===== src/logic/trap_pkg.sv =====
package trap_pkg;

    localparam int IRQ_LINES = 6;
    localparam int IRQ_IDX_W = $clog2(IRQ_LINES);

    localparam logic [1:0] MODE_DIRECT   = 2'd0;
    localparam logic [1:0] MODE_VECTORED = 2'd1;   // other codes fall back to direct

    typedef struct packed {
        logic [29:0] base;     // word address of handler
        logic [1:0]  mode;
    } mtvec_t;

    // request to fetch, valid for one cycle
    typedef struct packed {
        logic        valid;
        logic [31:0] target;
        logic [31:0] epc;
    } trap_req_t;

endpackage


===== src/logic/csr_pkg.sv =====
package csr_pkg;

    localparam int CSR_ADDR_W = 12;

    // machine trap setup
    localparam logic [CSR_ADDR_W-1:0] CSR_MIE      = 12'h304;
    localparam logic [CSR_ADDR_W-1:0] CSR_MTVEC    = 12'h305;

    // machine trap handling
    localparam logic [CSR_ADDR_W-1:0] CSR_MSCRATCH = 12'h340;
    localparam logic [CSR_ADDR_W-1:0] CSR_MEPC     = 12'h341;
    localparam logic [CSR_ADDR_W-1:0] CSR_MCAUSE   = 12'h342;
    localparam logic [CSR_ADDR_W-1:0] CSR_MTVAL    = 12'h343;

    // counters
    localparam logic [CSR_ADDR_W-1:0] CSR_MCYCLE   = 12'hB00;
    localparam logic [CSR_ADDR_W-1:0] CSR_MCYCLEH  = 12'hB80;

    localparam logic [31:0] MIE_RESET = 32'd1;     // line 0 enabled

    // one csr access, write strobe plus address and data
    typedef struct packed {
        logic                  we;
        logic [CSR_ADDR_W-1:0] addr;
        logic [31:0]           wdata;
    } csr_req_t;

    // mcause as seen by software
    typedef struct packed {
        logic        irq;      // interrupt flag, msb
        logic [24:0] zero;
        logic [5:0]  vec;      // masked pending lines
    } mcause_t;

endpackage

===== src/logic/csr_subsys_top.sv =====
module csr_subsys_top
    import csr_pkg::*;
    import trap_pkg::*;
(
    input  logic                 i_CLK,
    input  logic                 i_rst_n,
    input  csr_req_t             i_csr,
    input  logic [31:0]          i_pc,
    input  logic [31:0]          i_instr,
    input  logic [IRQ_LINES-1:0] i_mei,
    output logic [31:0]          o_csr_rdata,
    output logic                 o_irq,
    output trap_req_t            o_trap
);

    logic [IRQ_LINES-1:0] mei_sync;
    logic [63:0]          cycles;
    logic [IRQ_LINES-1:0] irq_vec;
    mcause_t              mcause;
    mtvec_t               mtvec;
    logic                 take;

    event_source u_event_source (
        .i_CLK      (i_CLK),
        .i_rst_n    (i_rst_n),
        .i_mei      (i_mei),
        .o_mei_sync (mei_sync),
        .o_cycles   (cycles)
    );

    csr_file u_csr_file (
        .i_CLK      (i_CLK),
        .i_rst_n    (i_rst_n),
        .i_csr      (i_csr),
        .i_mei_sync (mei_sync),
        .i_cycles   (cycles),
        .i_take     (take),
        .i_pc       (i_pc),
        .i_instr    (i_instr),
        .o_rdata    (o_csr_rdata),
        .o_irq_vec  (irq_vec),
        .o_mcause   (mcause),
        .o_mtvec    (mtvec)
    );

    trap_ctrl u_trap_ctrl (
        .i_CLK      (i_CLK),
        .i_rst_n    (i_rst_n),
        .i_irq_vec  (irq_vec),
        .i_mcause   (mcause),
        .i_mtvec    (mtvec),
        .i_pc       (i_pc),
        .o_take     (take),
        .o_trap     (o_trap)
    );

    assign o_irq = |irq_vec;    // any enabled line pending

endmodule


===== src/logic/trap_ctrl.sv =====
module trap_ctrl
    import csr_pkg::*;
    import trap_pkg::*;
(
    input  logic                 i_CLK,
    input  logic                 i_rst_n,
    input  logic [IRQ_LINES-1:0] i_irq_vec,
    input  mcause_t              i_mcause,
    input  mtvec_t               i_mtvec,
    input  logic [31:0]          i_pc,
    output logic                 o_take,
    output trap_req_t            o_trap
);

    logic [31:0] base_addr;
    logic [31:0] target;

    function automatic logic [IRQ_IDX_W-1:0] lowest_idx(input logic [IRQ_LINES-1:0] vec);
        logic [IRQ_IDX_W-1:0] idx;
        idx = '0;
        for (int i = IRQ_LINES - 1; i >= 0; i--) begin
            if (vec[i]) idx = IRQ_IDX_W'(i);
        end
        return idx;
    endfunction

    // no new entry while the previous cause is still flagged
    assign o_take = (|i_irq_vec) && !i_mcause.irq;

    assign base_addr = {i_mtvec.base, 2'b00};

    always_comb begin
        case (i_mtvec.mode)
            MODE_DIRECT:   target = base_addr;
            MODE_VECTORED: target = base_addr + (32'(lowest_idx(i_irq_vec)) << 2);
            default:       target = base_addr;
        endcase
    end

    always_ff @(posedge i_CLK or negedge i_rst_n) begin
        if (!i_rst_n) begin
            o_trap <= '0;
        end else begin
            o_trap.valid  <= o_take;
            o_trap.target <= target;
            o_trap.epc    <= i_pc;
        end
    end

    a_single_pulse: assert property (
        @(posedge i_CLK) disable iff (!i_rst_n)
        o_trap.valid |=> !o_trap.valid
    );

endmodule


===== src/logic/csr_file.sv =====
module csr_file
    import csr_pkg::*;
    import trap_pkg::*;
(
    input  logic                 i_CLK,
    input  logic                 i_rst_n,
    input  csr_req_t             i_csr,
    input  logic [IRQ_LINES-1:0] i_mei_sync,
    input  logic [63:0]          i_cycles,
    input  logic                 i_take,
    input  logic [31:0]          i_pc,
    input  logic [31:0]          i_instr,
    output logic [31:0]          o_rdata,
    output logic [IRQ_LINES-1:0] o_irq_vec,
    output mcause_t              o_mcause,
    output mtvec_t               o_mtvec
);

    logic [31:0] mie;
    mtvec_t      mtvec;
    logic [31:0] mscratch;
    logic [31:0] mepc;
    mcause_t     mcause;
    logic [31:0] mtval;
    logic [31:0] mcycle;
    logic [31:0] mcycleh;

    // software writable registers
    always_ff @(posedge i_CLK or negedge i_rst_n) begin
        if (!i_rst_n) begin
            mie      <= MIE_RESET;
            mtvec    <= '0;
            mscratch <= '0;
        end else if (i_csr.we) begin
            case (i_csr.addr)
                CSR_MIE:      mie      <= i_csr.wdata;
                CSR_MTVEC:    mtvec    <= i_csr.wdata;
                CSR_MSCRATCH: mscratch <= i_csr.wdata;
                default: ;                       // read only or unknown
            endcase
        end
    end

    assign o_irq_vec = i_mei_sync & mie[IRQ_LINES-1:0];

    // hardware updated registers
    always_ff @(posedge i_CLK or negedge i_rst_n) begin
        if (!i_rst_n) begin
            mcause  <= '0;
            mepc    <= '0;
            mtval   <= '0;
            mcycle  <= '0;
            mcycleh <= '0;
        end else begin
            mcause.irq  <= |o_irq_vec;          // follows the lines every cycle
            mcause.zero <= '0;
            mcause.vec  <= o_irq_vec;
            {mcycleh, mcycle} <= i_cycles;      // one cycle behind the counter
            if (i_take) begin
                mepc  <= i_pc;
                mtval <= i_instr;
            end
        end
    end

    always_comb begin
        case (i_csr.addr)
            CSR_MIE:      o_rdata = mie;
            CSR_MTVEC:    o_rdata = mtvec;
            CSR_MSCRATCH: o_rdata = mscratch;
            CSR_MEPC:     o_rdata = mepc;
            CSR_MCAUSE:   o_rdata = mcause;
            CSR_MTVAL:    o_rdata = mtval;
            CSR_MCYCLE:   o_rdata = mcycle;
            CSR_MCYCLEH:  o_rdata = mcycleh;
            default:      o_rdata = '0;
        endcase
    end

    assign o_mcause = mcause;
    assign o_mtvec  = mtvec;

    // mepc only moves on a take from the trap controller
    a_mepc_on_take: assert property (
        @(posedge i_CLK) disable iff (!i_rst_n)
        !$stable(mepc) |-> $past(i_take)
    );

endmodule


===== src/logic/event_source.sv =====
module event_source
    import trap_pkg::*;
(
    input  logic                 i_CLK,
    input  logic                 i_rst_n,
    input  logic [IRQ_LINES-1:0] i_mei,
    output logic [IRQ_LINES-1:0] o_mei_sync,
    output logic [63:0]          o_cycles
);

    logic [IRQ_LINES-1:0] mei_meta;

    // two flops per line, the lines come in unclocked
    always_ff @(posedge i_CLK or negedge i_rst_n) begin
        if (!i_rst_n) begin
            mei_meta   <= '0;
            o_mei_sync <= '0;
        end else begin
            mei_meta   <= i_mei;
            o_mei_sync <= mei_meta;
        end
    end

    always_ff @(posedge i_CLK or negedge i_rst_n) begin
        if (!i_rst_n) begin
            o_cycles <= '0;
        end else begin
            o_cycles <= o_cycles + 64'd1;   // free running
        end
    end

    // counter steps by one on every edge after reset is released
    a_cycle_step: assert property (
        @(posedge i_CLK) disable iff (!i_rst_n)
        $past(i_rst_n) |-> o_cycles == $past(o_cycles) + 64'd1
    );

endmodule


===== config.mk =====
export PLATFORM = sky130hd
export DESIGN_NAME = csr_subsys_top
export DESIGN_NICKNAME = d
export VERILOG_FILES = /design/src/logic/trap_pkg.sv /design/src/logic/csr_pkg.sv /design/src/logic/csr_subsys_top.sv /design/src/logic/trap_ctrl.sv /design/src/logic/csr_file.sv /design/src/logic/event_source.sv
export SDC_FILE = /design/constraint.sdc
export NUM_CORES = 1
export LEC_CHECK = 0
export BUFFER_PORTS_ARGS = -buffer_cell sky130_fd_sc_hd__buf_4
export CORE_MARGIN = 1.5
export CORE_UTILIZATION = 55
export DETAILED_ROUTE_END_ITERATION = 8
export PLACE_DENSITY = 0.77
export SYNTH_ARGS = -nofsm -noshare
export SYNTH_HDL_FRONTEND = slang
export SYNTH_HIERARCHICAL = 1
export SYNTH_SLANG_ARGS = --single-unit

===== constraint.sdc =====
create_clock -name i_CLK -period 3.5 [get_ports i_CLK]
set_input_delay 0.525 -clock i_CLK [delete_from_list [all_inputs] [get_ports i_CLK]]
set_output_delay 0.525 -clock i_CLK [all_outputs]
set_load 0.02 [all_outputs]

==> summary.txt <==
Outcome
  • Status: finished, final reports clean

Finish
  • Fin nets: 1493
  • Post-route cell area: 18900 um^2
  • Final cell count without fillers: 1778
  • Area Overhead vs Synth: 22.2%
  • Ratio of cells with drive above 1 in the final layout: 38.5%
  • Fillers: 1979

Placed design
  • Placer Congestion: 0.926
  • Post-DP HPWL: 26800 um
  • Placed Instances: 1708
  • IO Port Bufs: 212
  • Placed cell areas: 17600 um^2

Worst setup path
  • CP Max Fanout: 11
  • Crit end category: output pin
  • Bufs and invs on worst path: 2
  • Critical Path Most Common Cell: buf_4
  • Setup CP Type: in2out
  • CP max stage delay: 620 ps
  • CP max stage cell: or4_4
  • Worst Path Arrival: 2610 ps
  • CP cell instances: buf_4 -> or4_4 -> or2_1 -> o22a_1 -> o21ai_0 -> buf_4
  • CP Data Required Time: 2970 ps
  • Worst setup SP type: input pin
  • Top cell family by delay on the critical path: simple AND/OR/NAND/NOR gates

Routing
  • WL per Instance: 21.4 um
  • # DRC: 0
  • Final WL: 38100 um
  • DRT antenna net count: 0
  • Vias/cell: 5.65
  • DRT Pass-1 Iters: 5
  • Initial DRC count: 697
  • Via count: 10000

Clock network
  • Clk Tree Root Cell: clkbuf_16
  • CTS tree: built
  • Post-CTS Hold Buffers: 0
  • Clk sinks: 370
  • Post-CTS resize count: 0
  • Clock Latency Late Sink: 520 ps
  • Total CTS buffers: 39
  • H-tree levels: 2
  • Clock Tree Buf Depth: 3
  • Buffer count from post-CTS setup fixing: 0
  • Reg clk slew, reported paths: 60 ps

Global route
  • First-pass GRT wire length: 59200 um
  • Vias in the first global route: 10300
  • Initial antenna violation count: 1
  • Largest net degree at the start of global routing: 109
  • Total track usage: 27.0%
  • GR Overflow Total: 0

STA
  • Setup violations, final: 0
  • Tmin final: 3130 ps
  • Fin. Hold Viols: 0
  • RSZ-0062 raised after global routing: no
  • Final clock period utilization by the worst path: 89.5%
  • Worst clock skew: 14.2 ps
  • Slew margin rel.: 41.3%
  • Setup TNS: 0 ps
  • Count of pins over their slew limit: 0
  • Worst-Margin Slew: 881 ps
  • Fmax: 0.319 GHz

Floorplanning
  • Die Wd: 171 um
  • Starting density of the core: 55.8%
  • Die height: 171 um
  • Die area: 29100 um^2
  • Core area: 27700 um^2
  • I/O pins: 215
  • Std cell rows: 61

Min path
  • Hold WC Path Type: in2async

Pwr
  • LEAKAGE: 9.46 nW
  • Worst IR Drop VDD: 378 uV
  • Pwr dens: 487 nW/um^2

Synthesis
  • Synth Instances: 1143
  • Mapped Area: 15500 um^2
  • Ys Warns: 6
  • Syn avg cell area: 13.5 um^2

Job
  • MaxCap Viol Count: 0
through the flow:
step	total power (W)	hold slack [ps]	util (%)	setup slack, ps
after detailed placement	0.00514	335	63.4	431
after floorplan	0.00480	229	-	515
after CTS	0.00928	94.3	68.2	417
after global routing	0.00952	90.7	68.2	337
after global placement	0.00512	334	63.4	431
final	0.00920	71.9	68.2	368
cell type report:
type | instances | area (um^2) | share of cell area (%)
sequential | 370 | 9260 | 49.0
multi-input combinational | 710 | 5930 | 31.4
tap | 378 | 473 | 2.50
timing repair buffer | 238 | 1860 | 9.83
clock inverter | 11 | 114 | 0.603
clock buffer | 58 | 1200 | 6.35
inverter | 12 | 45.0 | 0.239
antenna | 1 | 2.50 | 0.0133
worst paths after layout:
path | from | endpoint | slack, ps | depth (start not counted)
min in group i_CLK | i_mei[5] | u_event_source/mei_meta[5] | 110 | 1
worst min-delay path | i_rst_n | u_trap_ctrl/o_trap[34] | 70 | 1
worst max register to register | u_csr_file/mie[0] | u_trap_ctrl/o_trap[58] | 700 | 9
worst min register to register | u_event_source/mei_meta[1] | u_event_source/o_mei_sync[1] | 350 | 0
max in group asynchronous | i_rst_n | u_event_source/o_cycles[59] | 2470 | 2
worst max-delay path | i_csr[37] | o_csr_rdata[13] | 370 | 6
state kept, by name, indices dropped and copies added (netlist names):
name,flops
u_event_source/o_cycles,64
u_trap_ctrl/o_trap,63
u_csr_file/mcycle,32
u_csr_file/mcycleh,32
u_csr_file/mepc,32
u_csr_file/mie,32
u_csr_file/mscratch,32
u_csr_file/mtval,32
u_csr_file/o_mtvec,32
u_csr_file/o_mcause,7
u_event_source/mei_meta,6
u_event_source/o_mei_sync,6
cell usage in the layout (no fill, tap or decap), drive strengths merged, types with 8 or more instances in the layout:
cell,n
nor3,27
and2,8
nand3,42
mux2,192
mux2i,31
nor4,14
o22a,10
and4,8
nand2,70
xor2,46
clkbuf,58
nand4,21
and3,16
a21oi,8
a22oi,43
nor2,52
dfrtp,369
buf,238
inv,13
xnor2,44
o21ai,26
layer usage:
layer	wire [um]	vias to the layer above	track usage [%]	part of all wire [%]
li1	-	4518	-	-
met1	16500	5096	37.8	43
met2	18000	357	42.5	47
met3	2380	69	4.83	6.3
met4	1280	0	9.89	3.4
met5	0	-	0	0
report_power, final:
group	internal [W]	leakage [nW]	switching, W
clock network	0.00252	0.653	0.00162
registers	0.00443	5.01	0.0000934
logic	0.000267	3.79	0.000269
total	0.00722	9.46	0.00198
No activity file was read; power rests on OpenSTA's default activity.
